File: src/design/sdram_cmd_pkg.sv
`default_nettype none

package sdram_cmd_pkg;

    // split of the AXI byte address into bank, row and column
    localparam int addr_ba_lsb  = 21;
    localparam int addr_row_lsb = 10;
    localparam int addr_col_lsb = 2;    // 32-bit words

    localparam int ba_w     = 2;
    localparam int addr_w   = 11;       // A10..A0 on the SDRAM pins
    localparam int row_w    = addr_w;
    localparam int col_w    = addr_w;
    localparam int col_bits = addr_row_lsb - addr_col_lsb;  // used column bits
    localparam int len_w    = 8;

    // logical command codes carried by a user command
    typedef enum logic [2:0] {
        cmd_wt_data = 3'b010,
        cmd_rd_data = 3'b011
    } sdram_cmd_code_e;

    typedef struct packed {
        logic [ba_w-1:0]  ba;
        logic [row_w-1:0] row;
        logic [col_w-1:0] col;
        sdram_cmd_code_e  code;
        logic [len_w-1:0] len;      // beats minus one
    } sdram_user_cmd_t;

    // command pins for one SDRAM clock
    typedef struct packed {
        logic             cs_n;
        logic             ras_n;
        logic             cas_n;
        logic             we_n;
        logic [ba_w-1:0]  ba;
        logic [addr_w-1:0] addr;
    } sdram_bus_t;

    // {cs_n, ras_n, cas_n, we_n}
    localparam logic [3:0] bus_nop   = 4'b0111;
    localparam logic [3:0] bus_act   = 4'b0011;
    localparam logic [3:0] bus_read  = 4'b0101;
    localparam logic [3:0] bus_write = 4'b0100;
    localparam logic [3:0] bus_pre   = 4'b0010;

endpackage

`default_nettype wire

File: src/design/axi_sdram_cmd_top.sv
`timescale 1ns/100ps
`default_nettype none

module axi_sdram_cmd_top #(
    parameter     arb_algorithm = "round-robin",
    parameter int fifo_depth    = 4,
    parameter int t_rcd         = 2,
    parameter int t_rp          = 3
)(
    input  wire        clk,
    input  wire        rst_n,

    input  wire [31:0] ar_addr,
    input  wire [7:0]  ar_len,
    input  wire [2:0]  ar_size,
    input  wire        ar_valid,
    output wire        ar_ready,

    input  wire [31:0] aw_addr,
    input  wire [7:0]  aw_len,
    input  wire [2:0]  aw_size,
    input  wire        aw_valid,
    output wire        aw_ready,

    // unaligned-address messages for the write data path
    input  wire        msg_ren,
    output wire [1:0]  msg_dout,
    output wire        msg_empty_n,

    output sdram_cmd_pkg::sdram_bus_t sdram
);

    sdram_cmd_pkg::sdram_user_cmd_t usr_cmd;
    wire        usr_cmd_valid;
    wire        usr_cmd_ready;
    wire        msg_wen;
    wire [1:0]  msg_din;
    wire        msg_full_n;

    axi_sdram_rw_arb #(
        .arb_algorithm(arb_algorithm)
    ) axi_sdram_rw_arb_u (
        .clk          (clk),
        .rst_n        (rst_n),
        .ar_addr      (ar_addr),
        .ar_len       (ar_len),
        .ar_size      (ar_size),
        .ar_valid     (ar_valid),
        .ar_ready     (ar_ready),
        .aw_addr      (aw_addr),
        .aw_len       (aw_len),
        .aw_size      (aw_size),
        .aw_valid     (aw_valid),
        .aw_ready     (aw_ready),
        .usr_cmd      (usr_cmd),
        .usr_cmd_valid(usr_cmd_valid),
        .usr_cmd_ready(usr_cmd_ready),
        .msg_wen      (msg_wen),
        .msg_din      (msg_din),
        .msg_full_n   (msg_full_n)
    );

    sync_fifo #(
        .width(2),
        .depth(fifo_depth)
    ) sync_fifo_u (
        .clk    (clk),
        .rst_n  (rst_n),
        .wen    (msg_wen),
        .din    (msg_din),
        .full_n (msg_full_n),
        .ren    (msg_ren),
        .dout   (msg_dout),
        .empty_n(msg_empty_n)
    );

    sdram_cmd_sequencer #(
        .t_rcd(t_rcd),
        .t_rp (t_rp)
    ) sdram_cmd_sequencer_u (
        .clk          (clk),
        .rst_n        (rst_n),
        .usr_cmd      (usr_cmd),
        .usr_cmd_valid(usr_cmd_valid),
        .usr_cmd_ready(usr_cmd_ready),
        .sdram        (sdram)
    );

endmodule

`default_nettype wire

File: src/design/axi_sdram_rw_arb.sv
`timescale 1ns/100ps
`default_nettype none

module axi_sdram_rw_arb #(
    parameter arb_algorithm = "round-robin"     // "round-robin", "fixed-r" or "fixed-w"
)(
    input  wire        clk,
    input  wire        rst_n,

    input  wire [31:0] ar_addr,
    input  wire [7:0]  ar_len,
    input  wire [2:0]  ar_size,
    input  wire        ar_valid,
    output logic       ar_ready,

    input  wire [31:0] aw_addr,
    input  wire [7:0]  aw_len,
    input  wire [2:0]  aw_size,
    input  wire        aw_valid,
    output logic       aw_ready,

    output sdram_cmd_pkg::sdram_user_cmd_t usr_cmd,
    output logic       usr_cmd_valid,
    input  wire        usr_cmd_ready,

    output logic       msg_wen,         // unaligned-address push
    output logic [1:0] msg_din,
    input  wire        msg_full_n
);

    logic        rd_req;
    logic        wt_req;
    logic [1:0]  req;           // {write, read}
    logic [1:0]  grant;
    logic        rd_grant;
    logic [31:0] sel_addr;

    // a request only counts when the sequencer can take it right now
    assign rd_req = ar_valid & usr_cmd_ready;
    assign wt_req = aw_valid & usr_cmd_ready & msg_full_n;   // full FIFO holds writes only
    assign req    = {wt_req, rd_req};

    generate
        if (arb_algorithm == "round-robin")
        begin : g_rr
            round_robin_arbitrator #(
                .chn_n(2)
            ) round_robin_arbitrator_u (
                .clk  (clk),
                .rst_n(rst_n),
                .req  (req),
                .grant(grant)
            );
        end
        else
        begin : g_fixed
            always_comb
            begin
                grant = req;
                if (req == 2'b11)
                begin
                    grant = (arb_algorithm == "fixed-r") ? 2'b01 : 2'b10;
                end
            end
        end
    endgenerate

    assign rd_grant = grant[0];
    assign ar_ready = grant[0];
    assign aw_ready = grant[1];

    assign usr_cmd_valid = ar_valid | (aw_valid & msg_full_n);

    assign sel_addr = rd_grant ? ar_addr : aw_addr;

    always_comb
    begin
        usr_cmd.ba   = sel_addr[sdram_cmd_pkg::addr_ba_lsb +: sdram_cmd_pkg::ba_w];
        usr_cmd.row  = sel_addr[sdram_cmd_pkg::addr_row_lsb +: sdram_cmd_pkg::row_w];
        usr_cmd.col  = sdram_cmd_pkg::col_w'(
            sel_addr[sdram_cmd_pkg::addr_col_lsb +: sdram_cmd_pkg::col_bits]);
        usr_cmd.code = rd_grant ? sdram_cmd_pkg::cmd_rd_data : sdram_cmd_pkg::cmd_wt_data;
        usr_cmd.len  = rd_grant ? ar_len : aw_len;
    end

    // low address bits go to the write data path for byte alignment
    assign msg_wen = aw_valid & aw_ready;
    assign msg_din = aw_addr[1:0];

    a_one_ready: assert property (@(posedge clk) disable iff (!rst_n)
        !(ar_ready && aw_ready))
        else $error("ar_ready and aw_ready high together");

    // beats are at most one 32-bit word
    a_size_fits: assert property (@(posedge clk) disable iff (!rst_n)
        (ar_valid |-> ar_size <= 3'd2) and (aw_valid |-> aw_size <= 3'd2))
        else $error("AXI size wider than the 32-bit data bus");

endmodule

`default_nettype wire

File: src/design/round_robin_arbitrator.sv
`timescale 1ns/100ps
`default_nettype none

module round_robin_arbitrator #(
    parameter int chn_n = 2
)(
    input  wire              clk,
    input  wire              rst_n,
    input  wire [chn_n-1:0]  req,
    output logic [chn_n-1:0] grant
);

    logic [chn_n-1:0]   prio;       // one-hot pointer to the channel searched first
    logic [chn_n-1:0]   prio_nxt;
    logic [2*chn_n-1:0] req_dbl;
    logic [2*chn_n-1:0] grant_dbl;

    // doubled request vector so the search wraps past the top channel
    assign req_dbl = {req, req};

    // lowest set bit at or above the pointer
    assign grant_dbl = req_dbl & ~(req_dbl - {{chn_n{1'b0}}, prio});

    assign grant = grant_dbl[chn_n-1:0] | grant_dbl[2*chn_n-1:chn_n];

    // channel after the winner gets first look next time
    assign prio_nxt = (grant << 1) | (grant >> (chn_n - 1));

    always_ff @(posedge clk or negedge rst_n)
    begin
        if (!rst_n)
        begin
            prio <= chn_n'(1);      // channel 0 first
        end
        else if (|grant)
        begin
            prio <= prio_nxt;
        end
    end

    property p_grant_legal;
        @(posedge clk) disable iff (!rst_n)
            $onehot0(grant) && ((grant & ~req) == '0);
    endproperty

    a_grant_legal: assert property (p_grant_legal)
        else $error("grant not one-hot or not requested: req=%b grant=%b", req, grant);

endmodule

`default_nettype wire

File: src/design/sdram_cmd_sequencer.sv
`timescale 1ns/100ps
`default_nettype none

module sdram_cmd_sequencer #(
    parameter int t_rcd = 2,        // ACT to RD/WR, in clocks
    parameter int t_rp  = 3         // PRE to next ACT
)(
    input  wire  clk,
    input  wire  rst_n,
    input  wire  sdram_cmd_pkg::sdram_user_cmd_t usr_cmd,
    input  wire  usr_cmd_valid,
    output logic usr_cmd_ready,
    output sdram_cmd_pkg::sdram_bus_t sdram
);

    localparam int cnt_w = sdram_cmd_pkg::len_w;    // t_rcd and t_rp fit too

    typedef enum logic [2:0] {
        idle,
        act,
        wait_rcd,
        rw,
        burst,
        pre,
        wait_rp
    } state_e;

    state_e                          state;
    state_e                          state_nxt;
    logic [cnt_w-1:0]                cnt;
    logic [cnt_w-1:0]                cnt_nxt;
    sdram_cmd_pkg::sdram_user_cmd_t  cmd_q;       // command being executed
    sdram_cmd_pkg::sdram_bus_t       sdram_nxt;
    sdram_cmd_pkg::sdram_bus_t       rw_word;
    sdram_cmd_pkg::sdram_bus_t       pre_word;
    logic                            accept;
    logic [3:0]                      pins;

    function automatic sdram_cmd_pkg::sdram_bus_t bus_word(
        input logic [3:0]                      strobes,
        input logic [sdram_cmd_pkg::ba_w-1:0]   ba,
        input logic [sdram_cmd_pkg::addr_w-1:0] addr
    );
        return {strobes, ba, addr};
    endfunction

    assign usr_cmd_ready = (state == idle);
    assign accept        = usr_cmd_valid & usr_cmd_ready;

    assign rw_word = bus_word((cmd_q.code == sdram_cmd_pkg::cmd_rd_data) ?
                              sdram_cmd_pkg::bus_read : sdram_cmd_pkg::bus_write,
                              cmd_q.ba, cmd_q.col);
    assign pre_word = bus_word(sdram_cmd_pkg::bus_pre, cmd_q.ba, 11'h400);  // A10 set, all banks

    // the output register is loaded with the command of the next state
    always_comb
    begin
        state_nxt = state;
        cnt_nxt   = cnt;
        sdram_nxt = bus_word(sdram_cmd_pkg::bus_nop, '0, '0);
        case (state)
            idle:
            begin
                if (usr_cmd_valid)
                begin
                    state_nxt = act;
                    sdram_nxt = bus_word(sdram_cmd_pkg::bus_act, usr_cmd.ba, usr_cmd.row);
                end
            end
            act:
            begin
                if (t_rcd > 1)
                begin
                    state_nxt = wait_rcd;
                    cnt_nxt   = cnt_w'(t_rcd - 2);
                end
                else
                begin
                    state_nxt = rw;
                    sdram_nxt = rw_word;
                end
            end
            wait_rcd:
            begin
                if (cnt == '0)
                begin
                    state_nxt = rw;
                    sdram_nxt = rw_word;
                end
                else
                    cnt_nxt = cnt - 1'b1;
            end
            rw:
            begin
                if (cmd_q.len != '0)
                begin
                    state_nxt = burst;
                    cnt_nxt   = cmd_q.len - 1'b1;   // remaining beats after the first
                end
                else
                begin
                    state_nxt = pre;
                    sdram_nxt = pre_word;
                end
            end
            burst:
            begin
                if (cnt == '0)
                begin
                    state_nxt = pre;
                    sdram_nxt = pre_word;
                end
                else
                    cnt_nxt = cnt - 1'b1;
            end
            pre:
            begin
                if (t_rp > 1)
                begin
                    state_nxt = wait_rp;
                    cnt_nxt   = cnt_w'(t_rp - 2);
                end
                else
                    state_nxt = idle;
            end
            wait_rp:
            begin
                if (cnt == '0)
                    state_nxt = idle;
                else
                    cnt_nxt = cnt - 1'b1;
            end
            default: state_nxt = idle;
        endcase
    end

    always_ff @(posedge clk or negedge rst_n)
    begin
        if (!rst_n)
        begin
            state <= idle;
            cnt   <= '0;
            sdram <= bus_word(sdram_cmd_pkg::bus_nop, '0, '0);
        end
        else
        begin
            state <= state_nxt;
            cnt   <= cnt_nxt;
            sdram <= sdram_nxt;
        end
    end

    always_ff @(posedge clk)
    begin
        if (accept)
            cmd_q <= usr_cmd;
    end

    assign pins = {sdram.cs_n, sdram.ras_n, sdram.cas_n, sdram.we_n};

    // even a one-beat command keeps the port busy through t_rcd and t_rp
    a_busy_after_accept: assert property (@(posedge clk) disable iff (!rst_n)
        accept |=> !usr_cmd_ready [* (t_rcd + t_rp + 1)])
        else $error("usr_cmd_ready back before the command sequence ended");

    a_rcd_timing: assert property (@(posedge clk) disable iff (!rst_n)
        (pins == sdram_cmd_pkg::bus_act) |->
            ##t_rcd (pins == sdram_cmd_pkg::bus_read || pins == sdram_cmd_pkg::bus_write))
        else $error("RD/WR not issued t_rcd after ACT");

endmodule

`default_nettype wire

File: src/design/sync_fifo.sv
`timescale 1ns/100ps
`default_nettype none

module sync_fifo #(
    parameter int width = 2,
    parameter int depth = 4
)(
    input  wire              clk,
    input  wire              rst_n,
    input  wire              wen,
    input  wire [width-1:0]  din,
    output logic             full_n,
    input  wire              ren,
    output logic [width-1:0] dout,
    output logic             empty_n
);

    localparam int ptr_w = (depth > 1) ? $clog2(depth) : 1;
    localparam int cnt_w = $clog2(depth + 1);

    logic [width-1:0] mem [depth];
    logic [ptr_w-1:0] wptr;
    logic [ptr_w-1:0] rptr;
    logic [cnt_w-1:0] count;
    logic             push;
    logic             pop;

    // pointers wrap at depth, which need not be a power of two
    function automatic logic [ptr_w-1:0] ptr_inc(input logic [ptr_w-1:0] p);
        return (p == ptr_w'(depth - 1)) ? '0 : p + 1'b1;
    endfunction

    assign push    = wen & full_n;
    assign pop     = ren & empty_n;
    assign full_n  = (count != cnt_w'(depth));
    assign empty_n = (count != '0);
    assign dout    = mem[rptr];     // head of queue, no read latency

    always_ff @(posedge clk)
    begin
        if (push)
            mem[wptr] <= din;
    end

    always_ff @(posedge clk or negedge rst_n)
    begin
        if (!rst_n)
        begin
            wptr  <= '0;
            rptr  <= '0;
            count <= '0;
        end
        else
        begin
            if (push)
                wptr <= ptr_inc(wptr);
            if (pop)
                rptr <= ptr_inc(rptr);
            count <= count + cnt_w'(push) - cnt_w'(pop);
        end
    end

    a_no_overflow: assert property (@(posedge clk) disable iff (!rst_n) wen |-> full_n)
        else $error("write into full FIFO");

    a_no_underflow: assert property (@(posedge clk) disable iff (!rst_n) ren |-> empty_n)
        else $error("read from empty FIFO");

endmodule

`default_nettype wire

File: config.mk
export PLATFORM = sky130hd
export DESIGN_NAME = axi_sdram_cmd_top
export DESIGN_NICKNAME = d
export VERILOG_FILES = /design/src/design/sdram_cmd_pkg.sv /design/src/design/axi_sdram_cmd_top.sv /design/src/design/axi_sdram_rw_arb.sv /design/src/design/round_robin_arbitrator.sv /design/src/design/sdram_cmd_sequencer.sv /design/src/design/sync_fifo.sv
export SDC_FILE = /design/constraint.sdc
export NUM_CORES = 1
export LEC_CHECK = 0
export ABC_AREA = 1
export BUFFER_PORTS_ARGS = -buffer_cell sky130_fd_sc_hd__buf_2
export CORE_ASPECT_RATIO = 1.1
export CORE_UTILIZATION = 45
export CTS_BUF_LIST = sky130_fd_sc_hd__clkbuf_4 sky130_fd_sc_hd__clkbuf_8
export CTS_CLUSTER_DIAMETER = 200
export CTS_CLUSTER_SIZE = 14
export DETAILED_ROUTE_END_ITERATION = 10
export GPL_TIMING_DRIVEN = 1
export PLACE_DENSITY = 0.74
export SYNTH_ARGS = -nofsm -noshare
export SYNTH_HDL_FRONTEND = slang
export SYNTH_HIERARCHICAL = 1
export SYNTH_SLANG_ARGS = --single-unit
File: constraint.sdc
create_clock -name clk -period 3.1 [get_ports clk]
set_input_delay 0.62 -clock clk [delete_from_list [all_inputs] [get_ports clk]]
set_output_delay 0.62 -clock clk [all_outputs]
set_load 0.01 [all_outputs]
### Word-level counts from Yosys, hierarchy flattened

Memories as Yosys holds them, arrays and structs flattened.
Cells that the tools add are included.

* add/subtract/negate cells: 7
* multipliers: 0
* div/mod/pow operators: 0
* magnitude comparators: 0
* equal/unequal tests: 16
* shift operators: 0
* mux-type cells: 22
* bitwise operators: 13
* reductions and logical operators: 9

Operator list (count)
* 17-bit one-hot mux with 4 select lines: 1
* 16-bit two-way mux: 3
* 8-bit one-hot mux with 4 select lines: 1
* 8-bit two-way mux: 3
* 23-bit two-way mux: 1
* 3-bit one-hot mux with 7 select lines: 1
* 17-bit two-way mux: 1
* 8-bit by 1-bit subtractor with 8-bit output, second input constant: 2
* 3-bit two-way mux: 4
* 2-bit by 1-bit inequality test with 1-bit output, second input constant: 5
* 3-bit by 2-bit equality test with 1-bit output, second input constant: 3
* 3-bit equality test, second input constant: 3
* 1-bit bitwise AND: 8
* 8-bit logical NOT: 1
* 8-bit nonzero test: 1
* 1-bit two-way mux: 5
* 2-bit by 1-bit adder with 2-bit output, second input constant: 2
* 4-bit bitwise AND: 1
* 2-bit equality test, second input constant: 2
* 2-bit two-way mux: 2
* 4-bit NOT: 1
* 4-bit AND reduction: 1
* 4-bit nonzero test: 1
* 4-bit by 2-bit subtractor with 4-bit output: 1
* 13 further kinds: 13

* register bits: 58
* latch bits: 0
* memory bits (writable): 8
* memory bits (read-only): 0
* input bits: 91
* output and inout port bits: 22
* word-level logic and storage cells: 84
* memories: 1

Memories
* sync_fifo_u.mem: words 4, width 2, rd ports 1, clocked after memory_dff 0, wr ports 1, RTL line sync_fifo.sv:21 `logic [width-1:0] mem [depth];`

### Depth between registers and ports, before layout

Gate-level depths: netlist (run 1).

* word-level depth: 11
* mapped depth: 21

### Modules after synthesis

Netlist (run 1), hierarchy kept.

Modules (own cells, without submodules)
* sdram_cmd_sequencer: instances 1, cells each 220, area an instance 2253.4 um2, seq. area each 1400.1 um2
* sync_fifo: instances 1, cells each 80, area an instance 810.8 um2, seq. area each 415.4 um2
* axi_sdram_rw_arb: instances 1, cells each 113, area an instance 479.2 um2, seq. area each 0.0 um2
* round_robin_arbitrator: instances 1, cells each 20, area an instance 163.9 um2, seq. area each 51.3 um2

### Worst setup path before layout (run 1)

OpenSTA, ideal clock, no wires.

* path kind: reg-to-reg
* start point: register sdram_cmd_sequencer_u.state[0]
* end point: register sync_fifo_u.count[2]
* setup time: 0.116 ns
* arrival time: 3.140 ns
* setup slack: -0.157 ns
* stages on the path, launching flop included: 19
* buffers on the path: 0
* clock period less this slack: 3.257 ns
* cells stage by stage: dfrtp_1 -> inv_2 -> nand2_2 -> nor2_4 -> inv_1 -> nor2_1 -> inv_1 -> fa_1 -> nand2_1 -> nand2_1 -> nand2_1 -> inv_1 -> nand2_8 -> ha_1 -> inv_1 -> ha_1 -> fa_1 -> nand3_1 -> nand2_1

* cells in the longest elaborated chain, start to end: 11
* elaborated cells between the ends (all ways): 12

RTL lines
* start: declaration: RTL line sdram_cmd_sequencer.sv:28 `state_e state;`
* start signal: assignment: RTL line sdram_cmd_sequencer.sv:141 `state <= idle;`
* start signal: assignment: RTL line sdram_cmd_sequencer.sv:147 `state <= state_nxt;`
* 3-bit logical NOT *: RTL line sdram_cmd_sequencer.sv:47 `assign usr_cmd_ready = (state == idle);`
* named net usr_cmd_ready: RTL line axi_sdram_cmd_top.sv:35 `wire usr_cmd_ready;`
* 1-bit bitwise AND * (2 in a row): RTL line axi_sdram_rw_arb.sv:40 `assign wt_req = aw_valid & usr_cmd_ready & msg_full_n;`
* named net axi_sdram_rw_arb_u.wt_req: RTL line axi_sdram_rw_arb.sv:32 `logic wt_req;`
* 4-bit by 2-bit subtractor with 4-bit output: RTL line round_robin_arbitrator.sv:22 `assign grant_dbl = req_dbl & ~(req_dbl - {{chn_n{1'b0}}, prio});`
* 4-bit NOT: RTL line round_robin_arbitrator.sv:22
* 4-bit bitwise AND *: RTL line round_robin_arbitrator.sv:22
* 2-bit bitwise OR *: RTL line round_robin_arbitrator.sv:24 `assign grant = grant_dbl[chn_n-1:0] | grant_dbl[2*chn_n-1:chn_n];`
* named net aw_ready: RTL line axi_sdram_cmd_top.sv:23 `output wire aw_ready,`
* 1-bit bitwise AND *: RTL line axi_sdram_rw_arb.sv:87 `assign msg_wen = aw_valid & aw_ready;`
* named net msg_wen: RTL line axi_sdram_cmd_top.sv:36 `wire msg_wen;`
* 1-bit bitwise AND *: RTL line sync_fifo.sv:33 `assign push = wen & full_n;`
* 3-bit by 1-bit adder with 3-bit output *: RTL line sync_fifo.sv:59 `count <= count + cnt_w'(push) - cnt_w'(pop);`
* 3-bit by 1-bit subtractor with 3-bit output *: RTL line sync_fifo.sv:59
* end signal: assignment: RTL line sync_fifo.sv:59
* end: declaration: RTL line sync_fifo.sv:24 `logic [cnt_w-1:0] count;`

The timed path passes the listed nets; every way through them passes the cells marked *.
A chain may end at the register's enable or synchronous reset.

### Final worst setup path (run 1)

* start point: register sdram_cmd_sequencer_u.state[1]
* end point: register sync_fifo_u.count[2]

* cells in the longest elaborated chain, start to end: 11
* elaborated cells between the ends (all ways): 12

RTL lines (RTL line)
* 3-bit logical NOT *: sdram_cmd_sequencer.sv:47
* named net usr_cmd_ready: axi_sdram_cmd_top.sv:35
* 1-bit bitwise AND * (2 in a row): axi_sdram_rw_arb.sv:40
* named net axi_sdram_rw_arb_u.wt_req: axi_sdram_rw_arb.sv:32
* 4-bit by 2-bit subtractor with 4-bit output: round_robin_arbitrator.sv:22
* 4-bit NOT: round_robin_arbitrator.sv:22
* 4-bit bitwise AND *: round_robin_arbitrator.sv:22
* 2-bit bitwise OR *: round_robin_arbitrator.sv:24
* 1-bit bitwise AND *: axi_sdram_rw_arb.sv:87
* named net msg_wen: axi_sdram_cmd_top.sv:36
* 1-bit bitwise AND *: sync_fifo.sv:33
* 3-bit by 1-bit adder with 3-bit output *: sync_fifo.sv:59
* 3-bit by 1-bit subtractor with 3-bit output *: sync_fifo.sv:59

Marked as above.

==> impl_metrics.csv, run 1 <==
group,metric,value,unit
sta,fmax,0.342,GHz
power_and_ir_drop,p_seq_share,36.1,%
global_routing,antenna_found_initial,0,
yosys,synth_simple_gate_area_share,28.3,%
yosys,synth.mux.area_fraction,0,%
placed_design,routabilityCongestion,0.870,
global_routing,grt_pass1_vias,2864,
sta,fin_setup_tns,0,ns
die,fp-row-count,34,
worst_setup_path,critPathLaunchType,"flop",
global_routing,grt_max_degree,38,
yosys,synth_cells,433,
power_and_ir_drop,p_int,2380,uW
final_layout,multi_input_area,1500,um^2
final_layout,antenna_cells,0,
die,fp.dieW,88.5,um
yosys,synth-compound-area-share,6.61,%
die,fp.dieH,97.2,um
clocking,clock_latency,0.34,ns
route,drtPass1Iterations,4,
global_routing,grt_pass1_wl,12200,um
power_and_ir_drop,clock_power_share,17.8,%
final_layout,final_cell_mix,"nand2_1 (162), buf_2 (85), inv_1 (50), dfrtp_1 (32), edfxtp_1 (32)",
final_layout,fill_cells,736,
sta,setup_violations,0,
die,dieArea,8610,um^2
power_and_ir_drop,power_frac_comb,46.1,%
route,wirelength,7070,um
worst_setup_path,worst-r2r-setup-slack,0.17,ns
placed_design,portBuffers,85,
sta,fin_skew,0.00704,ns
sta,post-route-min-period,2.93,ns
sta,final_hold_viol_count,0,
clocking,clkTransAtPathRegs,0.07,ns
sta,post-route-period-util,94.4,%
worst_setup_path,end_kind,"flop",
clocking,root_buffer,"clkbuf_8",
worst_setup_path,crit_chain,"inv_2 > nand2_2 > nor2_4 > inv_1 > nor2_4 > inv_1 > fa_1 > nand2_2 > nand2_2 > nand2_1 > inv_2 > nand2_8 > ha_1 > inv_1 > ha_1 > fa_2 > nand3_1 > nand2_1",
route,vias,2951,
worst_setup_path,critPathMaxFanout,7,
yosys,syn_area,3710,um^2
route,wl_per_cell,11.1,um
clocking,cts.sinks,68,
sta,worst_slew_pin_slew,0.807,ns
worst_setup_path,critical-path-slowest-cell,"fa_1",
sta,rsz0062_at_grt,"yes",
final_layout,final_common_cell,"nand2_1",
clocking,cts_tree,"done",
worst_setup_path,cp.required,3.33,ns
worst_setup_path,critPathKind,"flop to flop",
yosys,yosys_register_bits,68,
clocking,cts_buffers,9,
worst_setup_path,arrival,3.16,ns
yosys,yosys.area_share.adder,4.12,%
sta,slew_headroom,46.2,%
die,start_util,46.6,%
placed_design,dp_hpwl,5400,um
yosys,yosys_warnings,6,
power_and_ir_drop,p_per_area,917,nW/um^2
yosys,ys_seq_area_share,50.4,%
power_and_ir_drop,sw_frac_of_total,41.4,%
final_layout,final_cell_area,4430,um^2
final_layout,regArea,1870,um^2
clocking,htree_num_levels,3,
final_layout,drive_gt1_share,30.4,%
die,io_pins,113,
yosys,synth.avg_cell_area,8.56,um^2
die,coreArea,7960,um^2
yosys,synthXorXnorAreaFrac,0.236,%
sta,hold-worst-slack,0.373,ns
worst_setup_path,slowest_delay,0.54,ns
final_layout,areaGrowthSynthToFinish,19.6,%
worst_hold_path,hold_class,"primary input to async pin",
route,avgViaCountPerCell,4.63,
global_routing,grtUsageTotal,18.2,%
yosys,synth_cell_types,31,
route,initialDrtViolationCount,88,
final_layout,nets,627,
flow_run,maxCapViolCount,0,
power_and_ir_drop,peakVddDrop,343,uV
sta,finalMaxSlewViolations,0,
clocking,cts_max_path_buffers,2,
global_routing,grt-ovfl-total,0,
power_and_ir_drop,switchingPower,1680,uW
route,final_antenna_net_count,0,
run_status,status,"complete, no violations",
yosys,synth_top_family_by_area,"simple AND/OR/NAND/NOR gates",
placed_design,placed_cell_area,4200,um^2
route,drcViolationCount,0,
power_and_ir_drop,p_leak,0.00232,uW
==> worst max-delay path: cells and delay by family, from the launching register on <==
kind,cells,cell delay (ns)
adder cells (fa/ha/maj),4,1.33
AND/OR/NAND/NOR,9,0.74
flip-flops,1,0.39
buffers and inverters,5,0.36
==> registers in the layout (all words and copies together), names as in the netlist <==
| name | cells |
|---|---|
| sync_fifo_u/rptr | 2 |
| sdram_cmd_sequencer_u/sdram | 16 |
| sync_fifo_u/wptr | 2 |
| axi_sdram_rw_arb_u/g_rr.round_robin_arbitrator_u/prio | 2 |
| sdram_cmd_sequencer_u/state | 3 |
| sdram_cmd_sequencer_u/cmd_q | 24 |
| sync_fifo_u/mem | 8 |
| sdram_cmd_sequencer_u/cnt | 8 |
| sync_fifo_u/count | 3 |
==> layout make-up <==
class | instances | area share [%]
clock buffer | 9 | 2.79
clock inverter | 7 | 1.72
inverter | 59 | 4.99
multi-input combinational | 290 | 33.7
sequential | 68 | 42.1
tap | 108 | 3.05
timing repair buffer | 97 | 11.6
==> layer usage <==
| metal | share of wire [%] | vias to the layer above | GRT usage [%] |
|---|---|---|---|
| li1 | - | 1532 | - |
| met1 | 41 | 1337 | 21.1 |
| met2 | 52 | 78 | 31.5 |
| met3 | 6.1 | 4 | 6.03 |
| met4 | 0.75 | 0 | 5.21 |
| met5 | 0 | - | 0 |
==> repair_timing <==
action                                  CTS  global route
setup buffers                             0             3
endpoints found under the setup margin    0             3
gates resized for setup                   0             5
hold buffers                              0             0
==> cell usage after synthesis <==
| library cell | count | area share [%] |
|---|---|---|
| nand2_1 | 165 | 17 |
| inv_1 | 53 | 5.4 |
| dfrtp_1 | 32 | 22 |
| edfxtp_1 | 32 | 26 |
| nand3_1 | 20 | 2.7 |
| nor2_1 | 19 | 1.9 |
| o21ai_0 | 14 | 1.9 |
| buf_4 | 13 | 2.6 |
| nand2_2 | 13 | 2.2 |
| a22o_1 | 10 | 2.4 |
| ha_1 | 9 | 3.0 |
| nor2_2 | 7 | 1.2 |
| inv_2 | 6 | 0.61 |
| buf_6 | 4 | 1.2 |
| dfstp_2 | 4 | 2.8 |
| nand3_2 | 4 | 1.1 |
| o211ai_1 | 4 | 0.81 |
| a21oi_1 | 3 | 0.40 |
| conb_1 | 3 | 0.30 |
| nand4_1 | 3 | 0.51 |
| buf_2 | 2 | 0.27 |
| fa_1 | 2 | 1.1 |
| nor2_4 | 2 | 0.61 |
| o21ai_1 | 2 | 0.27 |
| a41oi_1 | 1 | 0.24 |
| nand2_4 | 1 | 0.30 |
| nand2_8 | 1 | 0.54 |
| nand3b_4 | 1 | 0.54 |
| o21ai_4 | 1 | 0.44 |
| o31ai_1 | 1 | 0.20 |
| xnor2_1 | 1 | 0.24 |
==> path summary, 6_finish.rpt <==
path | startpoint | depth (start not counted) | end
min in group clk | sdram_cmd_sequencer_u/cmd_q[17]$_DFFE_PP_ | 1 | sdram_cmd_sequencer_u/sdram[6]$_DFF_PN0_
max | sdram_cmd_sequencer_u/state[1]$_DFFE_PN0P_ | 18 | sync_fifo_u/count[2]$_DFF_PN0_
min | rst_n | 1 | sync_fifo_u/rptr[1]$_DFFE_PN0P_
max in group asynchronous | rst_n | 1 | sdram_cmd_sequencer_u/sdram[12]$_DFF_PN0_
min reg2reg | sdram_cmd_sequencer_u/cmd_q[17]$_DFFE_PP_ | 1 | sdram_cmd_sequencer_u/sdram[6]$_DFF_PN0_
max reg2reg | sdram_cmd_sequencer_u/state[1]$_DFFE_PN0P_ | 18 | sync_fifo_u/count[2]$_DFF_PN0_
==> power by group through the flow <==
stage | Clock [uW] | Combinational, uW | Sequential (uW)
finish | 725 | 1870 | 1470
global route | 784 | 2160 | 1500
CTS | 747 | 1850 | 1470
detailed placement | 0 | 1850 | 1480
global placement | 0 | 1790 | 1470
floorplan | 0 | 1400 | 1480
==> stage by stage <==
step | utilization, % | cells | setup slack [ns] | total power, uW
2_1_floorplan | - | 436 | 0.0239 | 2880
3_3_place_gp | 52.8 | 619 | 0.0564 | 3260
3_5_place_dp | 52.8 | 619 | -0.00914 | 3330
4_1_cts | 55.4 | 635 | 0.0152 | 4070
5_1_grt | 55.7 | 638 | -0.0289 | 4450
6_report | 55.7 | 638 | 0.172 | 4070
==> kinds of logic (layout without fill, tap and decap cells) <==
| kind of cell | Yosys count | after routing |
|---|---|---|
| and+or+nand+nor | 236 | 236 |
| buffers and inverters | 78 | 172 |
| DFF | 68 | 68 |
| AOI/OAI and AO/OA | 36 | 36 |
| adders and majority gates | 11 | 11 |
| other | 3 | 6 |
| xor gates and xnor gates | 1 | 1 |
No activity file was read; power rests on OpenSTA's default activity.
==> run 2: changes to the inputs <==
--- a/config.mk
+++ b/config.mk
@@ -9,4 +9,5 @@
 export BUFFER_PORTS_ARGS = -buffer_cell sky130_fd_sc_hd__buf_2
 export CORE_ASPECT_RATIO = 1.1
+export CORE_MARGIN = 1
 export CORE_UTILIZATION = 45
 export CTS_BUF_LIST = sky130_fd_sc_hd__clkbuf_4 sky130_fd_sc_hd__clkbuf_8
==> constraint.sdc (replaced) <==
create_clock -name clk -period 3.1 [get_ports clk]
set_input_delay 0.62 -clock clk [delete_from_list [all_inputs] [get_ports clk]]
set_output_delay 0.62 -clock clk [all_outputs]
set_load 0.05 [all_outputs]
==> run 2 against run 1 <==
Non-clock buffer count is 2 higher. Clock skew is 0.0066 ns higher. Via count is 1.4% higher. Utilization is 1.2 points higher. Die area stayed put. Clock-buffer cell count stayed put. Total power is 13% higher. Largest power group unchanged. Sequential power hardly changed. Fmax is 1.4% lower. First-iteration DRC count is 4.5% higher.
==> impl_metrics.csv, run 2 (same netlist as run 1, synthesis figures left out) <==
group,metric,value,unit
power_and_ir_drop,p_int,2580,uW
clocking,cts_tree,"done",
power_and_ir_drop,p_per_area,1010,nW/um^2
die,dieArea,8610,um^2
clocking,hold_buffers,0,
final_layout,final_common_cell,"nand2_1",
power_and_ir_drop,power_frac_comb,48.5,%
flow_run,maxCapViolCount,0,
worst_setup_path,arrival,3.21,ns
power_and_ir_drop,p_leak,0.00235,uW
power_and_ir_drop,p_seq_share,32.0,%
worst_setup_path,worst-r2r-setup-slack,0.13,ns
route,top_layer,"met4",
placed_design,dp_hpwl,5320,um
power_and_ir_drop,switchingPower,2010,uW
global_routing,grt_pass1_vias,2703,
power_and_ir_drop,power,4580,uW
worst_hold_path,hold_class,"primary input to async pin",
clocking,cts_buffers,9,
sta,final_hold_viol_count,0,
sta,finalMaxSlewViolations,0,
clocking,root_buffer,"clkbuf_8",
worst_setup_path,cp.required,3.34,ns
clocking,cts.sinks,68,
route,met2WireLength,3640,um
power_and_ir_drop,sw_frac_of_total,43.7,%
die,fp.dieW,88.5,um
worst_setup_path,r2r-end,"sync_fifo_u/count[2]$_DFF_PN0_",
route,wl_per_cell,11.1,um
final_layout,top_regs,"sdram_cmd_sequencer_u/cmd_q (24), sdram_cmd_sequencer_u/sdram (16)",
final_layout,final_cell_mix,"nand2_1 (162), buf_2 (84), inv_1 (48), edfxtp_1 (32), dfrtp_1 (31)",
global_routing,grtUsageTotal,17.9,%
sta,post-route-min-period,2.97,ns
sta,setup_violations,0,
sta,post-route-period-util,95.8,%
sta,worst_slew_pin_slew,0.801,ns
final_layout,final_cell_area,4530,um^2
worst_setup_path,reg2reg_from,"sdram_cmd_sequencer_u/state[0]$_DFFE_PN0P_",
die,fp.dieH,97.2,um
worst_setup_path,end_kind,"flop",
placed_design,routabilityCongestion,0.942,
route,final_antenna_net_count,0,
final_layout,largest_reg_flops,24,
die,fp-row-count,34,
worst_setup_path,rr_worst_depth,20,
sta,fmax,0.337,GHz
final_layout,regMostFlops,"sdram_cmd_sequencer_u/cmd_q",
route,wirelength,7120,um
placed_design,post-place-ws,0.0461,ns
placed_design,portBuffers,85,
worst_setup_path,crit_start,"sdram_cmd_sequencer_u/state[0]$_DFFE_PN0P_",
route,drcViolationCount,0,
route,wl_met1,2960,um
worst_setup_path,crit_path_end,"sync_fifo_u/count[2]$_DFF_PN0_",
sta,fin_ws,0.130,ns
route,initialDrtViolationCount,92,
sta,fin_setup_tns,0,ns
sta,slew_headroom,46.6,%
final_layout,nets,629,
run_status,status,"complete, no violations",
die,io_pins,113,
route,avgViaCountPerCell,4.67,
clocking,cts_max_path_buffers,2,
die,start_util,46.6,%
final_layout,areaGrowthSynthToFinish,22.2,%
clocking,htree_num_levels,3,
final_layout,antenna_cells,0,
global_routing,grt_max_degree,38,
worst_setup_path,critPathLaunchType,"flop",
global_routing,antenna_found_initial,0,
die,coreArea,7960,um^2
route,routed-wl-met3,459,um
global_routing,grt_pass1_wl,11800,um
final_layout,drive_gt1_share,32.0,%
worst_setup_path,critPathKind,"flop to flop",
route,drtPass1Iterations,6,
clocking,clkTransAtPathRegs,0.08,ns
sta,fin_skew,0.0136,ns
clocking,clock_latency,0.34,ns
global_routing,grt-ovfl-total,0,
placed_design,placed_cell_area,4200,um^2
power_and_ir_drop,clock_power_share,19.5,%
power_and_ir_drop,peakVddDrop,411,uV
route,vias,2991,
worst_setup_path,critPathMaxFanout,5,
## run 2: cell types whose count changed in the layout (fill, tap and decap cells not counted), moves of 2 or more
cell and delta:
inv_2 +2, ha_1 -2, inv_1 -2, nand2_4 +2
buf_4 +2, nand2_2 -2, bufinv_16 +2, clkinvlp_4 -2
## run 2: per-stage QoR
stage               hold slack (ns)  std cells  util [%]
floorplan                     0.324        436         -
global route                  0.419        640      57.0
CTS                           0.372        633      55.9
finish                        0.353        640      57.0
detailed placement            0.449        617      52.8
global placement              0.432        617      52.8
## run 2: timing repair
| action | CTS | global route |
|---|---|---|
| gates resized for setup | 0 | 12 |
| setup endpoints to repair | 0 | 3 |
| buffers inserted | 0 | 7 |
## run 2: cell type report
class	count	area (um^2)
repair buffers	99	533
fillers	739	3420
inverters	59	221
multi-input cells	290	1530
well taps	108	135
clock buffers	9	124
flip-flops and latches	68	1870
clock inverters	7	121
## run 2: routing by layer
metal / up-vias / global-route usage, %
li1: 1536 / -
met1: 1359 / 19.9
met2: 89 / 30.9
met3: 7 / 5.95
met4: 0 / 6.70
met5: - / 0
## run 2: power by group through the flow
| stage | clock, uW | combinational, uW | sequential [uW] |
|---|---|---|---|
| final | 892 | 2220 | 1470 |
| after CTS | 916 | 2160 | 1460 |
| after floorplan | 0 | 1530 | 1660 |
| after detailed placement | 0 | 2150 | 1480 |
| after global routing | 954 | 2510 | 1500 |
| after global placement | 0 | 2080 | 1470 |
## run 2: worst min path at each step
stage	end	cells past startpoint	slack (ns)
after global placement	sdram_cmd_sequencer_u/sdram[10]$_DFF_PN0_	2	0.43
final	sync_fifo_u/rptr[0]$_DFFE_PN0P_	1	0.35
after detailed placement	sdram_cmd_sequencer_u/sdram[10]$_DFF_PN0_	2	0.45
after global routing	sync_fifo_u/rptr[0]$_DFFE_PN0P_	1	0.42
after floorplan	async pin	0	0.32
after CTS	sync_fifo_u/rptr[0]$_DFFE_PN0P_	1	0.37
## run 2: critical path, cell delays in order, from the launching register on
cell and delay (ns):
dfrtp_2 0.44, inv_2 0.09, nand2_4 0.05, nor2_4 0.13, nand2_1 0.08, inv_2 0.07, inv_1 0.05, nand2_2 0.07
inv_2 0.04, fa_1 0.54, nand2_2 0.07, nand2_4 0.06, nand2_1 0.06, inv_2 0.10, nand2_8 0.07, ha_4 0.25
inv_1 0.03, ha_2 0.17, fa_2 0.37, nand3_2 0.06, nand2_1 0.05
==> run 3: changes to the inputs <==
- CORE_UTILIZATION: 45 -> 48
- PLACE_DENSITY: 0.74 -> 0.78
==> run 3 against run 2 <==
Global-route usage rose by 1.9 points. Combinational power rose by 3%. Clock power fell by 20%. Critical path type unchanged. Sequential power barely moved. Cell count rose by 0.31%.
==> impl_metrics.csv, run 3 (same netlist as run 1, synthesis figures left out) <==
group,metric,value,unit
final_layout,antenna_cells,0,
route,top_layer,"met4",
worst_setup_path,cp.required,3.35,ns
worst_hold_path,hold_class,"primary input to async pin",
final_layout,regMostFlops,"sdram_cmd_sequencer_u/cmd_q",
sta,slew_headroom,46.0,%
clocking,cts.sinks,68,
clocking,cts_max_path_buffers,2,
worst_setup_path,critPathLaunchType,"flop",
run_status,status,"complete, no violations",
final_layout,areaGrowthSynthToFinish,21.6,%
power_and_ir_drop,p_per_area,991,nW/um^2
global_routing,antenna_found_initial,0,
route,met2WireLength,3690,um
route,final_antenna_net_count,0,
power_and_ir_drop,peakVddDrop,443,uV
power_and_ir_drop,p_seq_share,32.8,%
route,routed-wl-met3,455,um
sta,setup_violations,0,
worst_setup_path,critPathMaxFanout,4,
final_layout,top_regs,"sdram_cmd_sequencer_u/cmd_q (24), sdram_cmd_sequencer_u/sdram (16)",
clocking,cts_buffers,9,
final_layout,final_cell_mix,"nand2_1 (162), buf_2 (85), inv_1 (49), dfrtp_1 (32), edfxtp_1 (32)",
die,fp.dieH,94.2,um
route,wirelength,7400,um
global_routing,grt_max_degree,38,
worst_setup_path,crit_family,"adder cells",
flow_run,maxCapViolCount,0,
worst_setup_path,rr_worst_depth,20,
worst_setup_path,critPathKind,"flop to flop",
die,dieArea,8080,um^2
worst_setup_path,reg2reg_from,"sdram_cmd_sequencer_u/state[1]$_DFFE_PN0P_",
sta,final_hold_viol_count,0,
sta,fmax,0.336,GHz
die,fp-row-count,33,
worst_setup_path,worst-r2r-setup-slack,0.12,ns
final_layout,largest_reg_flops,24,
worst_setup_path,end_kind,"flop",
route,drtPass1Iterations,6,
worst_setup_path,r2r-end,"sync_fifo_u/count[2]$_DFF_PN0_",
route,wl_per_cell,11.5,um
worst_setup_path,crit_chain,"inv_2 > nand2_4 > nor2_4 > nand2_1 > inv_2 > inv_1 > nand2_2 > inv_1 > fa_1 > nand2_2 > nand2_4 > nand2_1 > inv_2 > nand2_8 > ha_4 > inv_1 > ha_2 > fa_2 > nand3_2 > nand2_1",
global_routing,grt_pass1_vias,2868,
power_and_ir_drop,p_int,2440,uW
sta,fin_skew,0.00972,ns
placed_design,portBuffers,85,
global_routing,grtUsageTotal,19.8,%
die,io_pins,113,
worst_setup_path,arrival,3.22,ns
sta,fin_ws,0.124,ns
final_layout,nets,634,
global_routing,grt-ovfl-total,0,
route,initialDrtViolationCount,112,
clocking,clkTransAtPathRegs,0.07,ns
route,drcViolationCount,0,
clocking,clock_latency,0.35,ns
sta,post-route-period-util,96.0,%
die,fp.dieW,85.8,um
clocking,htree_num_levels,3,
die,start_util,49.6,%
sta,post-route-min-period,2.98,ns
sta,finalMaxSlewViolations,0,
power_and_ir_drop,power_frac_comb,51.3,%
sta,hold-worst-slack,0.348,ns
final_layout,drive_gt1_share,32.0,%
power_and_ir_drop,clock_power_share,15.9,%
power_and_ir_drop,p_leak,0.00235,uW
route,avgViaCountPerCell,4.75,
sta,worst_slew_pin_slew,0.810,ns
placed_design,routabilityCongestion,0.890,
route,vias,3047,
die,coreArea,7470,um^2
clocking,hold_buffers,0,
placed_design,dp_hpwl,5350,um
final_layout,final_common_cell,"nand2_1",
worst_setup_path,slowest_delay,0.55,ns
worst_setup_path,critPathBufInv,6,
power_and_ir_drop,power,4470,uW
power_and_ir_drop,sw_frac_of_total,45.4,%
clocking,cts_tree,"done",
power_and_ir_drop,switchingPower,2030,uW
clocking,root_buffer,"clkbuf_8",
worst_setup_path,critical-path-slowest-cell,"fa_1",
global_routing,grt_pass1_wl,12300,um
placed_design,post-place-ws,0.0538,ns
route,wl_met1,3090,um
-- run 3: worst max path at each step --
stage                                          startpoint                             end  slack (ns)  depth (start not counted)
6_report       sdram_cmd_sequencer_u/state[1]$_DFFE_PN0P_  sync_fifo_u/count[2]$_DFF_PN0_        0.12                         20
5_1_grt        sdram_cmd_sequencer_u/state[1]$_DFFE_PN0P_  sync_fifo_u/count[2]$_DFF_PN0_       -0.04                         20
4_1_cts        sdram_cmd_sequencer_u/state[1]$_DFFE_PN0P_                        ar_ready       0.004                         12
3_5_place_dp                                     aw_valid  sync_fifo_u/count[2]$_DFF_PN0_        0.05                         16
3_3_place_gp                                     aw_valid  sync_fifo_u/count[2]$_DFF_PN0_        0.11                         16
2_1_floorplan  sdram_cmd_sequencer_u/state[0]$_DFFE_PN0P_  sync_fifo_u/count[2]$_DFF_PN0_       0.008                         18
-- run 3: power by group through the flow --
| stage | Sequential, uW | Clock [uW] | Combinational, uW |
|---|---|---|---|
| after floorplan | 1660 | 0 | 1530 |
| after global placement | 1470 | 0 | 2090 |
| after detailed placement | 1480 | 0 | 2170 |
| after CTS | 1470 | 727 | 2180 |
| after global routing | 1510 | 767 | 2570 |
| final | 1470 | 711 | 2290 |
-- run 3: area by class of cell --
| type | count | area [um^2] |
|---|---|---|
| flip-flops and latches | 68 | 1870 |
| fillers | 643 | 2970 |
| repair buffers | 104 | 568 |
| clock buffers | 9 | 124 |
| inverters | 59 | 221 |
| multi-input cells | 290 | 1530 |
| well taps | 105 | 131 |
| clock inverters | 7 | 67.6 |
-- run 3: worst register-to-register path: cells and delay by family (launching register included) --
kind                       cells  cell delay, ns
and+or+nand+nor               10            0.71
adders and majority gates      4            1.34
DFF                            1            0.39
buffers and inverters          6            0.41
-- run 3: per-layer routing --
| metal | up-vias | GRT usage [%] |
|---|---|---|
| met5 | - | 0 |
| met4 | 0 | 9.72 |
| met1 | 1378 | 22.5 |
| met3 | 16 | 5.18 |
| met2 | 110 | 34.3 |
| li1 | 1543 | - |
-- run 3: repair_timing --
item,4_1_cts,5_1_grt
setup endpoints to repair,1,3
pin swaps,0,6
setup buffers,0,11
resized for setup,1,8
hold endpoints to repair,0,0
-- run 3: per-stage QoR --
step	instance area (um^2)	TNS [ns]	utilization (%)	cells
after floorplan	3740	0	-	436
after global placement	4210	0	56.3	615
after detailed placement	4210	0	56.3	615
after CTS	4400	0	58.9	631
after global routing	4510	-0.0377	60.3	642
final	4510	0	60.3	642
